[src/common/aes_ctrl_pkg.sv]
package aes_ctrl_pkg;

	// =========================================================================
	// Widths
	// =========================================================================

	localparam int blk_w = 128;
	localparam int key_w = 2 * blk_w;

	// One cipher block
	typedef logic [blk_w-1:0] blk_t;

	// Full key, first key word in the upper half
	typedef logic [key_w-1:0] key_t;

	// =========================================================================
	// Command word layout
	// =========================================================================

	// Only ECB and CBC are handled, any other code drains the job
	typedef enum logic [2:0] {
		mode_ecb = 3'd0,
		mode_cbc = 3'd1
	} mode_t;

	// Low five bits of the command word
	typedef struct packed {
		mode_t mode;
		logic  key256;
		logic  encrypt;
	} cmd_t;

	// Block plus last flag, same on input, between stages and on output
	typedef struct packed {
		logic last;
		blk_t blk;
	} word_t;

	// Request sent to the external cipher engine
	typedef struct packed {
		blk_t blk;
		key_t key;
		logic key256;
		logic decipher;
	} eng_req_t;

	// Loader states
	typedef enum logic [2:0] {
		get_cmd    = 3'b000,
		get_key_hi = 3'b001,
		get_key_lo = 3'b010,
		payload    = 3'b100
	} loader_state_t;

	// Held stable for the length of one payload
	typedef struct packed {
		logic  encrypt;
		logic  key256;
		mode_t mode;
		key_t  key;
	} job_t;

endpackage

[src/hw/word_rx.sv]
`timescale 1ns/100ps

module word_rx (
	input  logic                aes_clk,
	input  logic                aes_reset,
	input  logic                in_req,
	input  aes_ctrl_pkg::word_t in_word,
	output logic                in_ack,
	output aes_ctrl_pkg::word_t rx_word,
	output logic                rx_valid,
	input  logic                rx_ready
);

	typedef enum logic {
		rx_idle,
		rx_ack
	} rx_state_t;

	rx_state_t state;
	logic      capture;

	// New word only with the stage empty and the previous handshake closed
	assign capture = (state == rx_idle) && in_req && !rx_valid;
	assign in_ack = (state == rx_ack);

	always_ff @(posedge aes_clk) begin
		if (aes_reset) begin
			state <= rx_idle;
			rx_valid <= 1'b0;
		end else begin
			if (rx_valid && rx_ready)
				rx_valid <= 1'b0;
			case (state)
				rx_idle: begin
					if (capture) begin
						state <= rx_ack;
						rx_valid <= 1'b1;
					end
				end
				rx_ack: begin
					// Hold ack until the sender lets go of req
					if (!in_req)
						state <= rx_idle;
				end
				default: state <= rx_idle;
			endcase
		end
	end

	always_ff @(posedge aes_clk) begin
		if (capture)
			rx_word <= in_word;
	end

	// Sender keeps the word still until we acknowledge it
	a_in_word_stable: assert property (@(posedge aes_clk) disable iff (aes_reset)
		in_req && !in_ack |=> !(in_req && !in_ack) || $stable(in_word));

endmodule

[src/hw/cmd_key_loader.sv]
`timescale 1ns/100ps

module cmd_key_loader (
	input  logic                aes_clk,
	input  logic                aes_reset,
	input  aes_ctrl_pkg::word_t rx_word,
	input  logic                rx_valid,
	output logic                rx_ready,
	output aes_ctrl_pkg::job_t  job,
	output aes_ctrl_pkg::word_t pl_word,
	output logic                pl_valid,
	input  logic                pl_ready,
	input  logic                job_done
);

	localparam int blk_w = aes_ctrl_pkg::blk_w;

	aes_ctrl_pkg::loader_state_t state;
	aes_ctrl_pkg::cmd_t          cmd;
	logic                        last_sent;
	logic                        rx_fire;
	logic                        pl_fire;

	assign cmd = aes_ctrl_pkg::cmd_t'(rx_word.blk[$bits(aes_ctrl_pkg::cmd_t)-1:0]);
	assign rx_fire = rx_valid && rx_ready;
	assign pl_fire = pl_valid && pl_ready;

	// Payload goes straight through, the chaining unit holds the item
	assign pl_word = rx_word;

	// =========================================================================
	// Flow control
	// =========================================================================

	always_comb begin
		rx_ready = 1'b0;
		pl_valid = 1'b0;
		case (state)
			aes_ctrl_pkg::get_cmd,
			aes_ctrl_pkg::get_key_hi,
			aes_ctrl_pkg::get_key_lo: begin
				rx_ready = 1'b1;
			end
			aes_ctrl_pkg::payload: begin
				// Nothing past the last block until the job is closed
				pl_valid = rx_valid && !last_sent;
				rx_ready = pl_ready && !last_sent;
			end
			default: begin
				rx_ready = 1'b0;
			end
		endcase
	end

	// =========================================================================
	// State machine
	// =========================================================================

	always_ff @(posedge aes_clk) begin
		if (aes_reset) begin
			state <= aes_ctrl_pkg::get_cmd;
			last_sent <= 1'b0;
		end else begin
			case (state)
				aes_ctrl_pkg::get_cmd: begin
					if (rx_fire)
						state <= aes_ctrl_pkg::get_key_hi;
				end
				aes_ctrl_pkg::get_key_hi: begin
					if (rx_fire)
						state <= job.key256 ? aes_ctrl_pkg::get_key_lo : aes_ctrl_pkg::payload;
				end
				aes_ctrl_pkg::get_key_lo: begin
					if (rx_fire)
						state <= aes_ctrl_pkg::payload;
				end
				aes_ctrl_pkg::payload: begin
					if (pl_fire && pl_word.last)
						last_sent <= 1'b1;
					if (job_done) begin
						state <= aes_ctrl_pkg::get_cmd;
						last_sent <= 1'b0;
					end
				end
				default: state <= aes_ctrl_pkg::get_cmd;
			endcase
		end
	end

	// Job fields, loaded from the command and key words
	always_ff @(posedge aes_clk) begin
		if (rx_fire && state == aes_ctrl_pkg::get_cmd) begin
			job.encrypt <= cmd.encrypt;
			job.key256 <= cmd.key256;
			job.mode <= cmd.mode;
		end
		if (rx_fire && state == aes_ctrl_pkg::get_key_hi)
			job.key[2*blk_w-1:blk_w] <= rx_word.blk;
		if (rx_fire && state == aes_ctrl_pkg::get_key_lo)
			job.key[blk_w-1:0] <= rx_word.blk;
	end

	a_state_legal: assert property (@(posedge aes_clk) disable iff (aes_reset)
		state inside {aes_ctrl_pkg::get_cmd, aes_ctrl_pkg::get_key_hi,
			aes_ctrl_pkg::get_key_lo, aes_ctrl_pkg::payload});

endmodule

[src/chain_mode/chain_mode_unit.sv]
`timescale 1ns/100ps

module chain_mode_unit #(
	parameter bit cbc_support = 1'b1
) (
	input  logic                   aes_clk,
	input  logic                   aes_reset,
	input  aes_ctrl_pkg::job_t     job,
	input  aes_ctrl_pkg::word_t    pl_word,
	input  logic                   pl_valid,
	output logic                   pl_ready,
	output logic                   job_done,
	output logic                   eng_req,
	output aes_ctrl_pkg::eng_req_t eng_data,
	input  logic                   eng_ack,
	input  aes_ctrl_pkg::blk_t     eng_blk,
	output aes_ctrl_pkg::word_t    tx_word,
	output logic                   tx_valid,
	input  logic                   tx_ready
);

	typedef enum logic {
		cm_idle,
		cm_eng
	} cm_state_t;

	cm_state_t          state;
	logic               first_blk;
	logic               use_cbc;
	logic               mode_ok;
	logic               to_engine;
	logic               pl_fire;
	logic               eng_done;
	aes_ctrl_pkg::blk_t chain;
	aes_ctrl_pkg::blk_t result;

	// =========================================================================
	// Mode decode
	// =========================================================================

	assign use_cbc = cbc_support && (job.mode == aes_ctrl_pkg::mode_cbc);
	assign mode_ok = (job.mode == aes_ctrl_pkg::mode_ecb) || use_cbc;

	// IV block and unsupported modes never reach the engine
	assign to_engine = mode_ok && !(use_cbc && first_blk);

	// One item at a time, and the engine must have closed its handshake
	assign pl_ready = (state == cm_idle) && !tx_valid && !eng_ack;
	assign pl_fire = pl_valid && pl_ready;
	assign eng_req = (state == cm_eng);
	assign eng_done = eng_req && eng_ack;

	always_comb begin
		result = eng_blk;
		if (use_cbc && !job.encrypt)
			result = eng_blk ^ chain;
	end

	// =========================================================================
	// Control
	// =========================================================================

	always_ff @(posedge aes_clk) begin
		if (aes_reset) begin
			state <= cm_idle;
			tx_valid <= 1'b0;
			job_done <= 1'b0;
			first_blk <= 1'b1;
		end else begin
			job_done <= 1'b0;
			if (tx_valid && tx_ready) begin
				tx_valid <= 1'b0;
				job_done <= tx_word.last;
			end
			if (pl_fire) begin
				first_blk <= 1'b0;
				if (to_engine)
					state <= cm_eng;
				else
					job_done <= pl_word.last;
			end
			if (eng_done) begin
				state <= cm_idle;
				tx_valid <= 1'b1;
			end
			// Next job starts again with its IV
			if (job_done)
				first_blk <= 1'b1;
		end
	end

	// =========================================================================
	// Data path
	// =========================================================================

	always_ff @(posedge aes_clk) begin
		if (pl_fire && use_cbc && first_blk)
			chain <= pl_word.blk;
		if (pl_fire && to_engine) begin
			// CBC encryption folds the chain in before the engine
			eng_data.blk <= (use_cbc && job.encrypt) ? pl_word.blk ^ chain : pl_word.blk;
			eng_data.key <= job.key;
			eng_data.key256 <= job.key256;
			eng_data.decipher <= !job.encrypt;
			tx_word.last <= pl_word.last;
		end
		if (eng_done) begin
			tx_word.blk <= result;
			// New chain is always the ciphertext
			if (use_cbc)
				chain <= job.encrypt ? eng_blk : eng_data.blk;
		end
	end

	a_eng_data_stable: assert property (@(posedge aes_clk) disable iff (aes_reset)
		eng_req |=> !eng_req || $stable(eng_data));

	a_eng_req_rise: assert property (@(posedge aes_clk) disable iff (aes_reset)
		$rose(eng_req) |-> !eng_ack);

endmodule

[src/hw/word_tx.sv]
`timescale 1ns/100ps

module word_tx (
	input  logic                aes_clk,
	input  logic                aes_reset,
	input  aes_ctrl_pkg::word_t tx_word,
	input  logic                tx_valid,
	output logic                tx_ready,
	output logic                out_req,
	output aes_ctrl_pkg::word_t out_word,
	input  logic                out_ack
);

	typedef enum logic [1:0] {
		tx_idle,
		tx_req,
		tx_drop
	} tx_state_t;

	tx_state_t state;

	assign tx_ready = (state == tx_idle);
	assign out_req = (state == tx_req);

	always_ff @(posedge aes_clk) begin
		if (aes_reset) begin
			state <= tx_idle;
		end else begin
			case (state)
				tx_idle: if (tx_valid) state <= tx_req;
				tx_req: if (out_ack) state <= tx_drop;
				// Wait for the receiver to close the handshake
				tx_drop: if (!out_ack) state <= tx_idle;
				default: state <= tx_idle;
			endcase
		end
	end

	// Output hold register
	always_ff @(posedge aes_clk) begin
		if (tx_valid && tx_ready)
			out_word <= tx_word;
	end

	a_req_held: assert property (@(posedge aes_clk) disable iff (aes_reset)
		$fell(out_req) |-> $past(out_ack));

endmodule

[src/hw/aes_ctrl_top.sv]
`timescale 1ns/100ps

module aes_ctrl_top #(
	parameter bit cbc_support = 1'b1
) (
	input  logic                   aes_clk,
	input  logic                   aes_reset,

	// Input words, four-phase
	input  logic                   in_req,
	input  aes_ctrl_pkg::word_t    in_word,
	output logic                   in_ack,

	// Result words, four-phase
	output logic                   out_req,
	output aes_ctrl_pkg::word_t    out_word,
	input  logic                   out_ack,

	// External cipher engine
	output logic                   eng_req,
	output aes_ctrl_pkg::eng_req_t eng_data,
	input  logic                   eng_ack,
	input  aes_ctrl_pkg::blk_t     eng_blk
);

	aes_ctrl_pkg::word_t rx_word;
	logic                rx_valid;
	logic                rx_ready;

	aes_ctrl_pkg::word_t pl_word;
	logic                pl_valid;
	logic                pl_ready;
	aes_ctrl_pkg::job_t  job;
	logic                job_done;

	aes_ctrl_pkg::word_t tx_word;
	logic                tx_valid;
	logic                tx_ready;

	// =========================================================================
	// Stages
	// =========================================================================

	word_rx word_rx_i (
		.aes_clk   (aes_clk),
		.aes_reset (aes_reset),
		.in_req    (in_req),
		.in_word   (in_word),
		.in_ack    (in_ack),
		.rx_word   (rx_word),
		.rx_valid  (rx_valid),
		.rx_ready  (rx_ready)
	);

	cmd_key_loader cmd_key_loader_i (
		.aes_clk   (aes_clk),
		.aes_reset (aes_reset),
		.rx_word   (rx_word),
		.rx_valid  (rx_valid),
		.rx_ready  (rx_ready),
		.job       (job),
		.pl_word   (pl_word),
		.pl_valid  (pl_valid),
		.pl_ready  (pl_ready),
		.job_done  (job_done)
	);

	chain_mode_unit #(
		.cbc_support (cbc_support)
	) chain_mode_unit_i (
		.aes_clk   (aes_clk),
		.aes_reset (aes_reset),
		.job       (job),
		.pl_word   (pl_word),
		.pl_valid  (pl_valid),
		.pl_ready  (pl_ready),
		.job_done  (job_done),
		.eng_req   (eng_req),
		.eng_data  (eng_data),
		.eng_ack   (eng_ack),
		.eng_blk   (eng_blk),
		.tx_word   (tx_word),
		.tx_valid  (tx_valid),
		.tx_ready  (tx_ready)
	);

	word_tx word_tx_i (
		.aes_clk   (aes_clk),
		.aes_reset (aes_reset),
		.tx_word   (tx_word),
		.tx_valid  (tx_valid),
		.tx_ready  (tx_ready),
		.out_req   (out_req),
		.out_word  (out_word),
		.out_ack   (out_ack)
	);

endmodule

[config.mk]
export PLATFORM = sky130hd
export DESIGN_NAME = aes_ctrl_top
export DESIGN_NICKNAME = d
export VERILOG_FILES = /design/src/common/aes_ctrl_pkg.sv /design/src/hw/word_rx.sv /design/src/hw/cmd_key_loader.sv /design/src/chain_mode/chain_mode_unit.sv /design/src/hw/word_tx.sv /design/src/hw/aes_ctrl_top.sv
export SDC_FILE = /design/constraint.sdc
export NUM_CORES = 1
export LEC_CHECK = 0
export BUFFER_PORTS_ARGS = -buffer_cell sky130_fd_sc_hd__buf_2
export CAP_MARGIN = 5
export CORE_MARGIN = 4
export CORE_UTILIZATION = 35
export CTS_BUF_LIST = sky130_fd_sc_hd__clkbuf_8
export DETAILED_ROUTE_END_ITERATION = 12
export GPL_TIMING_DRIVEN = 0
export PLACE_DENSITY = 0.67
export SLEW_MARGIN = 0
export SYNTH_ARGS = -nofsm -noshare
export SYNTH_HDL_FRONTEND = slang
export SYNTH_SLANG_ARGS = --single-unit
[constraint.sdc]
create_clock -name aes_clk -period 20.8 [get_ports aes_clk]
set_input_delay 3.12 -clock aes_clk [delete_from_list [all_inputs] [get_ports aes_clk]]
set_output_delay 3.12 -clock aes_clk [all_outputs]
set_load 0.02 [all_outputs]
Word-level counts from Yosys, hierarchy flattened
Cells that the tools add are included.
{"block": "totals", "out_inout_bits": 518, "inputBits": 262, "reg_bits": 1174}
{"block": "op_classes", "muxes": 31, "eq_ne": 13, "n_bitwise": 4, "reduce_logical": 40}
{"operator": "$mux 128", "count": 6}
{"operator": "$xor 128x128->128", "count": 2}
{"operator": "$logic_and 1x1->1", "count": 21}
{"operator": "$mux 3", "count": 5}
{"operator": "$mux 1", "count": 13}
{"operator": "$pmux 3 s4", "count": 1}
{"operator": "$ne 2x1->1 const B", "count": 5}
{"operator": "$eq 3x1->1 const B", "count": 2}
{"operator": "$logic_not 1->1", "count": 6}
{"operator": "$logic_not 3->1", "count": 2}
{"operator": "$mux 2", "count": 3}
{"operator": "$pmux 2 s3", "count": 1}
{"operator": "$ne 2x2->1 const B", "count": 2}
{"operator": "$pmux 1 s2", "count": 2}
{"operator": "$reduce_and 2->1", "count": 2}
{"operator": "$reduce_and 4->1", "count": 1}
{"operator": "$reduce_bool 2->1", "count": 2}
{"operator": "$reduce_or 2->1", "count": 2}
{"operator": "$eq 3x2->1 const B", "count": 1}
{"operator": "$eq 3x3->1 const B", "count": 1}
{"operator": "$reduce_and 3->1", "count": 1}
{"operator": "$reduce_or 3->1", "count": 1}
{"operator": "$eq 2x1->1 const B", "count": 1}
{"operator": "$eq 2x2->1 const B", "count": 1}
{"operator": "3 further kinds", "count": 4}

Logic depth before layout (Yosys ltp)
{"block": "depth", "ltp_word": 9, "mapped_depth": 8, "mapped_depth_nobuf": 4}

Hierarchy
Synthesis repeated with hierarchy kept, for this count alone.
{"block": "unflattened", "cells_unflattened": 2359, "hier_area_um2": 42159.2}
{"module": "chain_mode_unit", "area_per_inst_um2": 25146.6, "cells_per_inst": 1663, "n_inst": 1, "seq_area_each_um2": 18107.4}
{"module": "cmd_key_loader", "area_per_inst_um2": 9096.2, "cells_per_inst": 422, "n_inst": 1, "seq_area_each_um2": 7917.6}
{"module": "word_tx", "area_per_inst_um2": 3960.0, "cells_per_inst": 138, "n_inst": 1, "seq_area_each_um2": 3913.8}
{"module": "word_rx", "area_per_inst_um2": 3956.3, "cells_per_inst": 136, "n_inst": 1, "seq_area_each_um2": 3913.8}

Worst setup path before layout
Ideal clock, no wire load.
{"block": "synth_timing", "kind": "input-to-reg", "startpoint": "in eng_ack", "endpoint": "reg, netlist name chain_mode_unit_i.eng_data[0]", "setup_ps": 1193, "setup_slack_ps": -901, "stages": 3, "t_arrival_ps": 20508, "path_buffers": 0, "path_cell_list": "nor4_1 > and2_1 > nor2b_1"}
{"block": "synth_via", "elab_chain_len": 4}
{"element": "start, declared", "line_no": "aes_ctrl_top.sv:22", "rtl": "input logic eng_ack,"}
{"element": "$logic_not 1->1", "line_no": "chain_mode_unit.sv:48", "rtl": "assign pl_ready = (state == cm_idle) && !tx_valid && !eng_ack;"}
{"element": "$logic_and 1x1->1", "line_no": "chain_mode_unit.sv:48"}
{"element": "$logic_and 1x1->1", "line_no": "chain_mode_unit.sv:49", "rtl": "assign pl_fire = pl_valid && pl_ready;"}
{"element": "$logic_and 1x1->1", "line_no": "chain_mode_unit.sv:99", "rtl": "if (pl_fire && to_engine) begin"}
No other way between the ends.
A chain may end at the register's enable or synchronous reset.

Final worst setup path
{"block": "layout_timing", "startpoint": "in eng_ack", "endpoint": "reg, netlist name chain_mode_unit_i.eng_data[72]"}
{"block": "layout_via", "elab_chain_len": 4}
{"element": "$logic_not 1->1", "line_no": "chain_mode_unit.sv:48"}
{"element": "$logic_and 1x1->1", "line_no": "chain_mode_unit.sv:48"}
{"element": "$logic_and 1x1->1", "line_no": "chain_mode_unit.sv:49"}
{"element": "$logic_and 1x1->1", "line_no": "chain_mode_unit.sv:99"}
No other way between the ends.

==> results.json <==
{
  "drc": 0,
  "vias": 23210,
  "min_period_ns": 5.357,
  "startpoint": "eng_ack",
  "path_delay_family": "simple AND/OR/NAND/NOR gates",
  "yosysTopAreaCellShare_pct": 77.01,
  "final_common_cell": "edfxtp_1",
  "period_share_pct": 25.76,
  "fmax_mhz": 186.7,
  "grt_max_degree": 84,
  "wl_per_cell_um": 24.15,
  "crit_buf_inv": 5,
  "yosysWarnings": 0,
  "pin_count": 780,
  "fin_util_pct": 44.59,
  "syn_inst": 2096,
  "cts_inserted_buffers": 185,
  "die_x_um": 347.4,
  "cts_resized": 0,
  "critPathLaunchType": "input port",
  "core_area_mm2": 0.1143,
  "power.density_mw_per_mm2": 92.72,
  "first_iter_violations": 1930,
  "regArea_mm2": 0.03385,
  "critPathRequiredTime_ns": 21.30,
  "p_leak_nw": 18.37,
  "rows": 124,
  "syn-num-nets": 2358,
  "htree_num_levels": 4,
  "synth.avg_cell_area_um2": 19.24,
  "r2r_cells": 7,
  "critPathArrivalTime_ns": 5.85,
  "postCtsSetupBuffers": 0,
  "routed_wl_mm": 116.6,
  "cts_buffer_depth": 3,
  "drive_gt1_share_pct": 35.89,
  "detailed_place_hpwl_mm": 83.92,
  "grt_pass1_wl_mm": 164.8,
  "final_max_slew_viol_count": 0,
  "cts-root-buf": "clkbuf_8",
  "syn_area_mm2": 0.04032,
  "hold_path_end": "chain_mode_unit_i.eng_data[212]",
  "slowest_delay_ns": 0.80,
  "antenna_found_initial": 31,
  "clk_pin_slew_ns": 0.07,
  "nFillCells": 10060,
  "hold_viol": 0,
  "end_kind": "flop",
  "slew_headroom_pct": 32.79,
  "yosysUniqueCellTypes": 35,
  "clock_skew_ns": 0.05736,
  "yosys_register_bits": 1174,
  "clock-sinks": 1174,
  "multi_input_area_mm2": 0.005993,
  "gp_congestion": 0.8075,
  "r2r-start": "cmd_key_loader_i.last_sent",
  "status": "finished clean",
  "grt_usage_pct": 18.70,
  "cts-hold-fix-buffers": 0,
  "cp_common_cell": "buf_12",
  "finalPower_mw": 4.728,
  "worstHoldPathType": "reg -> reg",
  "critical_path.slowest_cell": "nor2b_4",
  "ant_nets": 0,
  "routed_via_density": 4.806,
  "initial_core_util_pct": 35.26,
  "crit_chain": "buf_2 -> nor4_1 -> and2_1 -> nor2b_4 -> buf_12 -> buf_12 -> buf_12 -> buf_12",
  "grt_pass1_vias": 23680,
  "layout_common_cells": "edfxtp_1, buf_2, nand2_1, xnor2_1, clkbuf_8",
  "crit_type": "in -> reg",
  "area_growth_pct": 26.47,
  "synth_area_leaders": "edfxtp_1, dfxtp_1, xnor2_1",
  "cp_max_fo": 37,
  "worst_slew_pin_slew_ns": 1.006,
  "maxCapViolCount": 0,
  "die-area_mm2": 0.1207,
  "yosysSeqAreaShare_pct": 83.96,
  "first_pass_iters": 6,
  "rsz0062_at_grt": "false",
  "port_buffers": 779,
  "die_h_um": 347.4,
  "r2r_slack_ns": 17.44,
  "whs_path_depth": 0,
  "rr_endpoint": "chain_mode_unit_i.eng_data[72]",
  "overflow": 0,
  "hold_start": "cmd_key_loader_i.job[210]",
  "yosysTopAreaCell": "edfxtp_1",
  "peakVddDrop_uv": 58.50,
  "finalNetCount": 3393,
  "cts_tree": "done",
  "clock_latency_ns": 0.83,
  "setup_viol": 0
}
power breakdown:
part / switching, mW / total [mW] / internal [mW]
Combinational: 0.0548 / 0.110 / 0.0550
Clock: 0.925 / 1.99 / 1.07
Sequential: 0.0342 / 2.62 / 2.59
Total: 1.01 / 4.73 / 3.71
area by class of cell:
class | instances | area share [%]
Clock buffer | 207 | 5.587
Clock inverter | 140 | 1.882
Timing Repair Buffer | 848 | 9.548
Tap cell | 1512 | 3.710
Buffer | 90 | 0.9496
Multi-Input combinational cell | 827 | 11.75
Inverter | 5 | 0.05153
Antenna cell | 26 | 0.1276
Sequential cell | 1174 | 66.39
worst max-delay path by stage:
| stage | cells after the start | end |
|---|---|---|
| 5_1_grt | 8 | chain_mode_unit_i.eng_data[72] |
| 6_report | 8 | chain_mode_unit_i.eng_data[72] |
| 4_1_cts | 8 | chain_mode_unit_i.eng_data[222] |
| 3_3_place_gp | 2 | word_rx_i.rx_word[34] |
| 2_1_floorplan | 3 | chain_mode_unit_i.eng_data[0] |
| 3_5_place_dp | 8 | chain_mode_unit_i.eng_data[72] |
metal layers:
layer / up-vias / part of all wire, % / routed length, um / track usage (%)
li1: 10250 / - / - / -
met1: 11600 / 37 / 43010 / 21.76
met2: 1096 / 49 / 57400 / 31.05
met3: 259 / 9.4 / 11020 / 6.360
met4: 14 / 4.4 / 5121 / 9.144
met5: - / 0.077 / 90 / 0
Yosys cell counts:
| master | number |
|---|---|
| buf_4 | 9 |
| a21oi_1 | 4 |
| o21ai_0 | 3 |
| clkbuf_1 | 19 |
| edfxtp_1 | 1034 |
| and2_1 | 1 |
| nor2b_1 | 4 |
| mux2i_1 | 1 |
| nor3_1 | 9 |
| nor2_1 | 11 |
| buf_2 | 54 |
| a221o_1 | 127 |
| a211o_1 | 1 |
| buf_1 | 2 |
| inv_1 | 5 |
| nand2_1 | 259 |
| a22o_1 | 127 |
| a32oi_1 | 1 |
| a211oi_1 | 1 |
| nor4_1 | 2 |
| o21a_1 | 1 |
| a22oi_1 | 1 |
| buf_6 | 6 |
| mux2_2 | 1 |
| xnor2_1 | 258 |
| and4bb_1 | 1 |
| dfxtp_1 | 140 |
| a21o_1 | 2 |
| nor3b_1 | 6 |
| or3b_1 | 1 |
| nand3_1 | 1 |
| nor4bb_1 | 1 |
| nor3_2 | 1 |
| a31oi_1 | 1 |
| and4_1 | 1 |
flip-flops by register name (all words and copies together), names as in the netlist:
| signal | count |
|---|---|
| chain_mode_unit_i.eng_data | 386 |
| cmd_key_loader_i.job | 261 |
| chain_mode_unit_i.tx_word | 129 |
| word_rx_i.rx_word | 129 |
| word_tx_i.out_word | 129 |
| chain_mode_unit_i.chain | 128 |
| cmd_key_loader_i.state | 3 |
| word_tx_i.state | 2 |
| chain_mode_unit_i.eng_req | 1 |
| chain_mode_unit_i.first_blk | 1 |
| chain_mode_unit_i.job_done | 1 |
| chain_mode_unit_i.tx_valid | 1 |
| cmd_key_loader_i.last_sent | 1 |
| word_rx_i.in_ack | 1 |
| word_rx_i.rx_valid | 1 |
logic make-up (layout without fill, tap and decap cells):
family / count (synthesis) / in the layout / share of synthesized area, %
buffers and inverters: 95 / 1290 / 1.248
other: 0 / 26 / 0
AOI/OAI and AO/OA: 269 / 269 / 6.151
muxes: 2 / 2 / 0.05275
and+or+nand+nor: 298 / 298 / 2.982
xor gates and xnor gates: 258 / 258 / 5.605
DFF: 1174 / 1174 / 83.96
through the flow:
stage / worst slack, ns / setup TNS (ns) / hold WS, ns / std cells / instance area, um2
floorplan: 6.593 / 0 / 0.4003 / 2096 / 40320
global placement: -3.127 / -400.70 / 0.4004 / 4387 / 46110
detailed placement: 14.61 / 0 / 0.4045 / 4456 / 47120
CTS: 15.52 / 0 / 0.3811 / 4803 / 50930
global route: 15.33 / 0 / 0.3894 / 4818 / 50960
finish: 15.44 / 0 / 0.3978 / 4829 / 50990
(Power assumes the default switching activity.)
